## src/hw/CorePkg.sv

```systemverilog
package CorePkg;

    // physical register tag
    typedef logic [5:0] TagT;

    // sequence number, compared as a wraparound age
    typedef logic [5:0] SqNT;

    typedef logic [31:0] DataT;

    typedef enum logic [3:0] {
        OpAdd  = 4'd0,
        OpSub  = 4'd1,
        OpAnd  = 4'd2,
        OpOr   = 4'd3,
        OpXor  = 4'd4,
        OpSll  = 4'd5,
        OpSrl  = 4'd6,
        OpSra  = 4'd7,
        OpSlt  = 4'd8,
        OpSltu = 4'd9
    } OpT;

    // renamed micro-op as it travels from dispatch to issue
    // valA/valB only hold data while the matching avail flag is set
    typedef struct packed {
        OpT   opcode;
        SqNT  sqN;
        TagT  tagDst;
        logic availA;
        TagT  tagA;
        DataT valA;
        logic availB;
        TagT  tagB;
        DataT valB;
    } UOpT;

    // one result bus beat
    typedef struct packed {
        TagT  tag;
        SqNT  sqN;
        DataT value;
    } ResultT;

    // shift/compare group goes to the shift unit, the rest to the alu
    function automatic logic isShiftClass(OpT op);
        return op inside {OpSll, OpSrl, OpSra, OpSlt, OpSltu};
    endfunction

    // true when a was issued after b, modulo the 6-bit wrap
    function automatic logic isYounger(SqNT a, SqNT b);
        logic signed [5:0] diff;
        diff = a - b;
        return diff > 0;
    endfunction

endpackage

```

## src/hw/AluUnit.sv

```systemverilog
module AluUnit (
    input  logic            clk,
    input  logic            rst,
    input  logic            issueValid,
    input  CorePkg::UOpT    issueUop,
    input  logic            stall,
    input  logic            invalidate,
    input  CorePkg::SqNT    invalidateSqN,
    output logic            outValid,
    output CorePkg::ResultT outResult,
    output logic            busy
);
    import CorePkg::*;

    DataT aluOut;
    logic takeSquashed;

    always_comb begin
        case (issueUop.opcode)
            OpAdd:   aluOut = issueUop.valA + issueUop.valB;
            OpSub:   aluOut = issueUop.valA - issueUop.valB;
            OpAnd:   aluOut = issueUop.valA & issueUop.valB;
            OpOr:    aluOut = issueUop.valA | issueUop.valB;
            OpXor:   aluOut = issueUop.valA ^ issueUop.valB;
            default: aluOut = '0;
        endcase
    end

    // held result blocked by the arbiter
    assign busy = outValid && stall;

    assign takeSquashed = invalidate && isYounger(issueUop.sqN, invalidateSqN);

    always_ff @(posedge clk) begin
        if (rst) begin
            outValid <= 1'b0;
        end else if (!busy) begin
            outValid <= issueValid && !takeSquashed;
        end else if (invalidate && isYounger(outResult.sqN, invalidateSqN)) begin
            outValid <= 1'b0;
        end
    end

    always_ff @(posedge clk) begin
        if (!busy) begin
            outResult.tag <= issueUop.tagDst;
            outResult.sqN <= issueUop.sqN;
            outResult.value <= aluOut;
        end
    end

    // routing in the top level keeps shifts away from here
    noShiftOps: assert property (@(posedge clk) disable iff (rst)
        issueValid |-> !isShiftClass(issueUop.opcode));

endmodule

```

## src/hw/ExecBackend.sv

```systemverilog
module ExecBackend #(
    parameter int QueueSize = 4
) (
    input  logic            clk,
    input  logic            rst,
    input  logic            uopValid,
    input  CorePkg::UOpT    uop,
    input  logic            invalidate,
    input  CorePkg::SqNT    invalidateSqN,
    output logic            full,
    output logic            resultValid,
    output CorePkg::ResultT result
);
    import CorePkg::*;

    logic toShift;
    logic aluUopValid;
    logic shiftUopValid;
    logic aluFull;
    logic shiftFull;

    logic aluIssueValid;
    UOpT aluIssueUop;
    logic aluBusy;
    logic shiftIssueValid;
    UOpT shiftIssueUop;
    logic shiftBusy;

    logic aluOutValid;
    ResultT aluOutResult;
    logic aluStall;
    logic shiftOutValid;
    ResultT shiftOutResult;
    logic shiftStall;

    // dispatch routing by opcode class
    assign toShift = isShiftClass(uop.opcode);
    assign aluUopValid = uopValid && !toShift;
    assign shiftUopValid = uopValid && toShift;
    assign full = toShift ? shiftFull : aluFull;

    ReservationStation #(.QueueSize(QueueSize)) aluStation (
        .clk(clk), .rst(rst),
        .uopValid(aluUopValid), .uop(uop),
        .resultValid(resultValid), .result(result),
        .invalidate(invalidate), .invalidateSqN(invalidateSqN),
        .stall(aluBusy),
        .issueValid(aluIssueValid), .issueUop(aluIssueUop),
        .full(aluFull)
    );

    ReservationStation #(.QueueSize(QueueSize)) shiftStation (
        .clk(clk), .rst(rst),
        .uopValid(shiftUopValid), .uop(uop),
        .resultValid(resultValid), .result(result),
        .invalidate(invalidate), .invalidateSqN(invalidateSqN),
        .stall(shiftBusy),
        .issueValid(shiftIssueValid), .issueUop(shiftIssueUop),
        .full(shiftFull)
    );

    AluUnit aluUnit (
        .clk(clk), .rst(rst),
        .issueValid(aluIssueValid), .issueUop(aluIssueUop),
        .stall(aluStall),
        .invalidate(invalidate), .invalidateSqN(invalidateSqN),
        .outValid(aluOutValid), .outResult(aluOutResult),
        .busy(aluBusy)
    );

    ShiftUnit shiftUnit (
        .clk(clk), .rst(rst),
        .issueValid(shiftIssueValid), .issueUop(shiftIssueUop),
        .stall(shiftStall),
        .invalidate(invalidate), .invalidateSqN(invalidateSqN),
        .outValid(shiftOutValid), .outResult(shiftOutResult),
        .busy(shiftBusy)
    );

    ResultArbiter arbiter (
        .clk(clk), .rst(rst),
        .aluValid(aluOutValid), .aluResult(aluOutResult),
        .shiftValid(shiftOutValid), .shiftResult(shiftOutResult),
        .invalidate(invalidate), .invalidateSqN(invalidateSqN),
        .aluStall(aluStall), .shiftStall(shiftStall),
        .resultValid(resultValid), .result(result)
    );

endmodule

```

## src/hw/ReservationStation.sv

```systemverilog
module ReservationStation #(
    parameter int QueueSize = 4
) (
    input  logic            clk,
    input  logic            rst,
    input  logic            uopValid,
    input  CorePkg::UOpT    uop,
    input  logic            resultValid,
    input  CorePkg::ResultT result,
    input  logic            invalidate,
    input  CorePkg::SqNT    invalidateSqN,
    input  logic            stall,
    output logic            issueValid,
    output CorePkg::UOpT    issueUop,
    output logic            full
);
    import CorePkg::*;

    localparam int IdxW = $clog2(QueueSize);

    UOpT entries [QueueSize];
    logic [QueueSize-1:0] valid;

    logic freeFound;
    logic [IdxW-1:0] freeIdx;
    logic selFound;
    logic [IdxW-1:0] selIdx;
    UOpT enqUop;

    // pick up a broadcast value for any operand still waiting on its tag
    function automatic UOpT captureResult(UOpT u, logic busValid, ResultT bus);
        UOpT r;
        r = u;
        if (busValid && !u.availA && u.tagA == bus.tag) begin
            r.availA = 1'b1;
            r.valA = bus.value;
        end
        if (busValid && !u.availB && u.tagB == bus.tag) begin
            r.availB = 1'b1;
            r.valB = bus.value;
        end
        return r;
    endfunction

    assign full = &valid;

    // producer result in the same cycle as dispatch is caught here
    assign enqUop = captureResult(uop, resultValid, result);

    // lowest free slot
    always_comb begin
        freeFound = 1'b0;
        freeIdx = '0;
        for (int i = 0; i < QueueSize; i++) begin
            if (!valid[i] && !freeFound) begin
                freeFound = 1'b1;
                freeIdx = IdxW'(i);
            end
        end
    end

    // oldest entry with both operands present
    always_comb begin
        SqNT bestSqN;
        bestSqN = '0;
        selFound = 1'b0;
        selIdx = '0;
        for (int i = 0; i < QueueSize; i++) begin
            if (valid[i] && entries[i].availA && entries[i].availB &&
                    (!selFound || isYounger(bestSqN, entries[i].sqN))) begin
                selFound = 1'b1;
                selIdx = IdxW'(i);
                bestSqN = entries[i].sqN;
            end
        end
    end

    always_ff @(posedge clk) begin
        if (rst) begin
            valid <= '0;
            issueValid <= 1'b0;
        end else if (invalidate) begin
            for (int i = 0; i < QueueSize; i++) begin
                if (valid[i] && isYounger(entries[i].sqN, invalidateSqN)) begin
                    valid[i] <= 1'b0;
                end
            end
            // unit consumed the held uop at this edge when not stalled
            if (!stall) begin
                issueValid <= 1'b0;
            end else if (isYounger(issueUop.sqN, invalidateSqN)) begin
                issueValid <= 1'b0;
            end
        end else begin
            if (!stall) begin
                issueValid <= selFound;
                if (selFound) begin
                    valid[selIdx] <= 1'b0;
                end
            end
            if (uopValid && freeFound) begin
                valid[freeIdx] <= 1'b1;
            end
        end
    end

    // wakeup runs every cycle so older results are never missed
    always_ff @(posedge clk) begin
        for (int i = 0; i < QueueSize; i++) begin
            entries[i] <= captureResult(entries[i], resultValid, result);
        end
        if (uopValid && freeFound && !invalidate) begin
            entries[freeIdx] <= enqUop;
        end
        if (!stall && selFound) begin
            issueUop <= entries[selIdx];
        end
    end

    noEnqueueWhenFull: assert property (@(posedge clk) disable iff (rst)
        uopValid |-> !full);

    issuedOperandsReady: assert property (@(posedge clk) disable iff (rst)
        issueValid |-> issueUop.availA && issueUop.availB);

endmodule

```

## src/hw/ResultArbiter.sv

```systemverilog
module ResultArbiter (
    input  logic            clk,
    input  logic            rst,
    input  logic            aluValid,
    input  CorePkg::ResultT aluResult,
    input  logic            shiftValid,
    input  CorePkg::ResultT shiftResult,
    input  logic            invalidate,
    input  CorePkg::SqNT    invalidateSqN,
    output logic            aluStall,
    output logic            shiftStall,
    output logic            resultValid,
    output CorePkg::ResultT result
);
    import CorePkg::*;

    logic aluLive;
    logic shiftLive;
    logic aluWins;

    // squashed results drop out of arbitration right away
    assign aluLive = aluValid &&
        !(invalidate && isYounger(aluResult.sqN, invalidateSqN));
    assign shiftLive = shiftValid &&
        !(invalidate && isYounger(shiftResult.sqN, invalidateSqN));

    // older sqN wins, a lone live input always wins
    assign aluWins = aluLive &&
        (!shiftLive || isYounger(shiftResult.sqN, aluResult.sqN));

    assign aluStall = aluLive && !aluWins;
    assign shiftStall = shiftLive && aluWins;

    always_ff @(posedge clk) begin
        if (rst) begin
            resultValid <= 1'b0;
        end else begin
            resultValid <= aluLive || shiftLive;
        end
    end

    always_ff @(posedge clk) begin
        if (aluWins) begin
            result <= aluResult;
        end else begin
            result <= shiftResult;
        end
    end

    // exactly one loser per cycle at most
    oneLoser: assert property (@(posedge clk) disable iff (rst)
        !(aluStall && shiftStall));

    // a stalled unit keeps its result valid into the next cycle
    loserHeld: assert property (@(posedge clk) disable iff (rst)
        aluStall && !invalidate |=> aluValid);

endmodule

```

## src/hw/ShiftUnit.sv

```systemverilog
module ShiftUnit (
    input  logic            clk,
    input  logic            rst,
    input  logic            issueValid,
    input  CorePkg::UOpT    issueUop,
    input  logic            stall,
    input  logic            invalidate,
    input  CorePkg::SqNT    invalidateSqN,
    output logic            outValid,
    output CorePkg::ResultT outResult,
    output logic            busy
);
    import CorePkg::*;

    DataT shiftOut;
    logic [4:0] shamt;

    assign shamt = issueUop.valB[4:0];

    always_comb begin
        case (issueUop.opcode)
            OpSll:   shiftOut = issueUop.valA << shamt;
            OpSrl:   shiftOut = issueUop.valA >> shamt;
            OpSra:   shiftOut = DataT'($signed(issueUop.valA) >>> shamt);
            OpSlt:   shiftOut = DataT'($signed(issueUop.valA) < $signed(issueUop.valB));
            OpSltu:  shiftOut = DataT'(issueUop.valA < issueUop.valB);
            default: shiftOut = '0;
        endcase
    end

    assign busy = outValid && stall;

    always_ff @(posedge clk) begin
        if (rst) begin
            outValid <= 1'b0;
        end else if (!busy) begin
            outValid <= issueValid &&
                !(invalidate && isYounger(issueUop.sqN, invalidateSqN));
        end else if (invalidate && isYounger(outResult.sqN, invalidateSqN)) begin
            outValid <= 1'b0;
        end
    end

    always_ff @(posedge clk) begin
        if (!busy) begin
            outResult.tag <= issueUop.tagDst;
            outResult.sqN <= issueUop.sqN;
            outResult.value <= shiftOut;
        end
    end

    onlyShiftOps: assert property (@(posedge clk) disable iff (rst)
        issueValid |-> isShiftClass(issueUop.opcode));

endmodule

```

## config.mk

```make
export PLATFORM = sky130hd
export DESIGN_NAME = ExecBackend
export DESIGN_NICKNAME = d
export VERILOG_FILES = /design/src/hw/CorePkg.sv /design/src/hw/AluUnit.sv /design/src/hw/ExecBackend.sv /design/src/hw/ReservationStation.sv /design/src/hw/ResultArbiter.sv /design/src/hw/ShiftUnit.sv
export SDC_FILE = /design/constraint.sdc
export NUM_CORES = 2
export LEC_CHECK = 0
export BUFFER_PORTS_ARGS = -buffer_cell sky130_fd_sc_hd__buf_2
export CORE_ASPECT_RATIO = 1.5
export CORE_MARGIN = 2
export CORE_UTILIZATION = 55
export CTS_CLUSTER_DIAMETER = 80
export DETAILED_ROUTE_END_ITERATION = 16
export GPL_ROUTABILITY_DRIVEN = 0
export PLACE_DENSITY_LB_ADDON = 0.12
export SYNTH_ARGS = -nofsm -noshare
export SYNTH_HDL_FRONTEND = slang
export SYNTH_SLANG_ARGS = --single-unit
```

## constraint.sdc

```tcl
create_clock -name clk -period 13.8 [get_ports clk]
set_clock_uncertainty 0.2 [all_clocks]
set_input_delay 1.38 -clock clk [delete_from_list [all_inputs] [get_ports clk]]
set_output_delay 1.38 -clock clk [all_outputs]
set_load 0.005 [all_outputs]
```

==> implementation parameters <==
Parameter                              Value

Run status
  Outcome    complete, no violations

Critical path
  Family of cells with the greatest summed delay on the critical path    compound AO/OA/AOI/OAI gates
  CP Data Arrival Time    10.99 ns
  Largest fanout of any net on the critical path    73
  CP dominant cell by count    sky130_fd_sc_hd__o21ai_0
  Type of origin of the critical path    flip-flop
  CP Data Required Time    14.07 ns
  Cell with the largest stage delay on the worst path    sky130_fd_sc_hd__buf_4
  Type of the worst setup path    reg2reg
  Crit. End Element    flip-flop
  Biggest cell delay along the critical path    0.72 ns
  Bufs and invs on worst path    3

Yosys
  Number of warning messages in the yosys log    0
  Post-synthesis cell type count    77
  Syn Inst Count    4586
  Area share of xor/xnor cells in the synthesized design    3.32%
  Post-synthesis sequential element count    1057
  Post-synthesis sequential area ratio    54.5%
  Adder-cell area share of the yosys netlist    5.58%
  Netlist Area Pre-Place    56900 um2
  Post-Synthesis Net Count    4932
  Post-synth ARST share    0%
  Main combinational cell family by area after synthesis    multiplexers
  Number of enable flip-flop cells after synthesis    984
  Mean Syn Cell Area    12.4 um2
  Compound-cell area share of the yosys netlist    10.4%
  Dominant register cell in the synthesized netlist    sky130_fd_sc_hd__edfxtp_1
  Simple-gate area share of the yosys netlist    7.75%
  Multiplexer share of the synthesized area    15.3%

Floorplan
  Total Die Area    106000 um2
  Die height    398 um
  Area inside the core boundary    103000 um2
  Starting utilization of the core area    55.4%
  Rows    144
  Horizontal extent of the die    267 um
  Io pins    150

GRT
  Wire length of the first global-routing pass    260 mm
  Aggregate global-route resource usage    33.8%
  Vias in the first global route    39300
  Number of antenna violations at the first check in global routing    16
  Leftover overflow at the end of global routing    0
  Largest net degree at the start of global routing    77

Timing
  Upper clock frequency limit    0.0933 GHz
  Clock period minus worst slack    10.72 ns
  Final WS setup    3.08 ns
  Min Hold Slack    0.216 ns
  Final cycle utilization of the critical path    77.7%
  Worst slew margin relative to its limit    25.2%
  Setup_tns    0 ns
  Worst slew pin tran    1.12 ns
  Number of max-slew violations in the final report    0
  Hold Fails Final Rpt    0
  RSZ-0062 raised after global routing    no
  Setup violation total in the final timing report    0

Power
  Net switching component of the power    1.62 mW
  PD cells    112 nW/um2
  Sw frac    23.1%
  Leakage power    24.3 nW
  Share of power burned in combinational logic    6.6%
  Share of total power in sequential cells    51.1%
  Clock share of power    42.3%
  Max rail drop VDD    0.123 mV
  Pint    5.41 mW
  Total chip power    7.04 mW

Clock network
  Clock Latency Late Sink    0.74 ns
  Number of hold buffers added after cts    0
  Clock tree from TritonCTS    yes
  Number of clock sinks    1057
  Number of buffers created by CTS    102
  Clock Tree Buf Depth    3
  Cts repair resizes    0
  Root buffer selected by CTS    sky130_fd_sc_hd__clkbuf_16
  Register clock-pin slew on the reported worst setup and hold paths    0.07 ns
  Setup Fix Bufs, Post-CTS    0
  H-tree depth    3

Final layout
  Number of standard cells in the layout, taps in and fillers out    6071
  Net count reported at finish    5006
  Most frequent standard cell in the layout excluding fill and tap cells    sky130_fd_sc_hd__edfxtp_1
  Final design utilization    61.1%
  Proportion of layout cells with a drive suffix above 1    23.1%
  Signed area change from the synthesized netlist to the final layout    10.3%
  Leading cell types in the layout, fill and taps excluded    sky130_fd_sc_hd__edfxtp_1 (984), sky130_fd_sc_hd__mux2_2 (622), sky130_fd_sc_hd__nor2_1 (258)
  Final Instance Area    62800 um2

Routing
  WL final    179 mm
  Vias/cell    6.49
  Overall via count from detail_route    39400
  Mean routed wirelength per cell    29.5 um
  ANT nets after route    0
  Count of TritonRoute iterations in the first routing pass    5
  Drt first-iter violations    3733
  DRC    0

Min path
  Worst hold path type    reg2reg

Place
  Number of port buffers    149
  Placed insts    5870
  Post-place instance area    59200 um2
  HPWL Detailed    115 mm
  Post-Place Worst Slack    3.09 ns

Flow run
  Max-cap viol count    0
==> cells in the mapped netlist (22+ instances only) <==
| cell | number | area, um2 |
|---|---|---|
| sky130_fd_sc_hd__clkbuf_1 | 187 | 702 |
| sky130_fd_sc_hd__nor4_1 | 22 | 138 |
| sky130_fd_sc_hd__mux2_2 | 622 | 7000 |
| sky130_fd_sc_hd__a21o_1 | 75 | 563 |
| sky130_fd_sc_hd__o21ai_0 | 238 | 1190 |
| sky130_fd_sc_hd__nand2_1 | 254 | 953 |
| sky130_fd_sc_hd__a221oi_1 | 27 | 236 |
| sky130_fd_sc_hd__nor2_1 | 266 | 998 |
| sky130_fd_sc_hd__nand3_1 | 101 | 505 |
| sky130_fd_sc_hd__xnor2_1 | 137 | 1200 |
| sky130_fd_sc_hd__nand2b_1 | 60 | 375 |
| sky130_fd_sc_hd__a221o_1 | 106 | 1060 |
| sky130_fd_sc_hd__dfxtp_1 | 73 | 1460 |
| sky130_fd_sc_hd__inv_1 | 191 | 717 |
| sky130_fd_sc_hd__a211oi_1 | 59 | 443 |
| sky130_fd_sc_hd__o211ai_1 | 31 | 233 |
| sky130_fd_sc_hd__nor2b_1 | 38 | 238 |
| sky130_fd_sc_hd__nor3_1 | 57 | 285 |
| sky130_fd_sc_hd__o21a_1 | 29 | 218 |
| sky130_fd_sc_hd__xor2_1 | 79 | 692 |
| sky130_fd_sc_hd__a21oi_1 | 203 | 1020 |
| sky130_fd_sc_hd__ha_1 | 222 | 2780 |
| sky130_fd_sc_hd__buf_1 | 65 | 244 |
| sky130_fd_sc_hd__edfxtp_1 | 984 | 29500 |
| sky130_fd_sc_hd__mux2i_1 | 148 | 1480 |
| sky130_fd_sc_hd__buf_2 | 22 | 110 |
==> power by group through the flow <==
stage	Combinational [mW]	Clock [mW]	Sequential, mW
floorplan	0.296	0	3.64
global placement	0.449	0	3.66
detailed placement	0.459	0	3.66
CTS	0.462	3.01	3.59
global route	0.506	3.12	3.60
finish	0.466	2.98	3.60
==> state kept, by name (all words and copies together) (netlist names), 44 cells and up <==
| register | count |
|---|---|
| shiftStation.entries | 376 |
| shiftUnit.outResult | 44 |
| aluStation.entries | 376 |
| aluUnit.outResult | 44 |
| aluStation.issueUop | 80 |
| shiftStation.issueUop | 80 |
| arbiter.result | 44 |
==> cell type report <==
class	count	area [um2]
flip-flops and latches	1057	31000
fillers	8196	39900
repair buffers	244	1470
diodes	7	17.5
clock buffers	138	2790
inverters	193	727
well taps	1314	1640
multi-input cells	3062	24400
clock inverters	56	739
==> path summary, 6_finish.rpt <==
path / from / to / slack (ns) / cells past startpoint
max reg2reg: shiftStation.valid[0] / shiftStation.issueUop[63] / 3.08 / 32
min reg2reg: aluStation.issueUop[81] / aluUnit.outResult[41] / 0.22 / 0
max: shiftStation.valid[0] / shiftStation.issueUop[63] / 3.08 / 32
min: aluStation.issueUop[81] / aluUnit.outResult[41] / 0.22 / 0
==> worst register-to-register path: cells and delay by family, from the launching register on <==
kind | cells | cell delay [ns]
compound gates | 11 | 3.20
xor+xnor | 2 | 0.33
fa+ha+maj | 5 | 1.68
buf+inv | 3 | 1.87
flops | 1 | 0.46
simple gates | 11 | 2.74
==> routing by layer <==
layer / track usage (%) / vias to the layer above / share of wire [%] / wire (um)
met4: 18.5 / 10 / 5.9 / 10500
met2: 59.5 / 1674 / 51 / 91100
li1: - / 17400 / - / -
met3: 3.74 / 480 / 6.5 / 11700
met5: 0 / - / 0.036 / 64
met1: 40.3 / 19800 / 37 / 65900
==> cells by family (layout without fill, tap and decap cells) <==
kind of cell | after synthesis | in the layout
buffers and inverters | 467 | 631
AOI/OAI and AO/OA | 885 | 885
other | 0 | 7
muxes | 786 | 786
xor gates and xnor gates | 216 | 216
DFF | 1057 | 1057
and+or+nand+nor | 933 | 933
adders and majority gates | 242 | 242
Note: power is estimated with default switching activity, not from simulation.
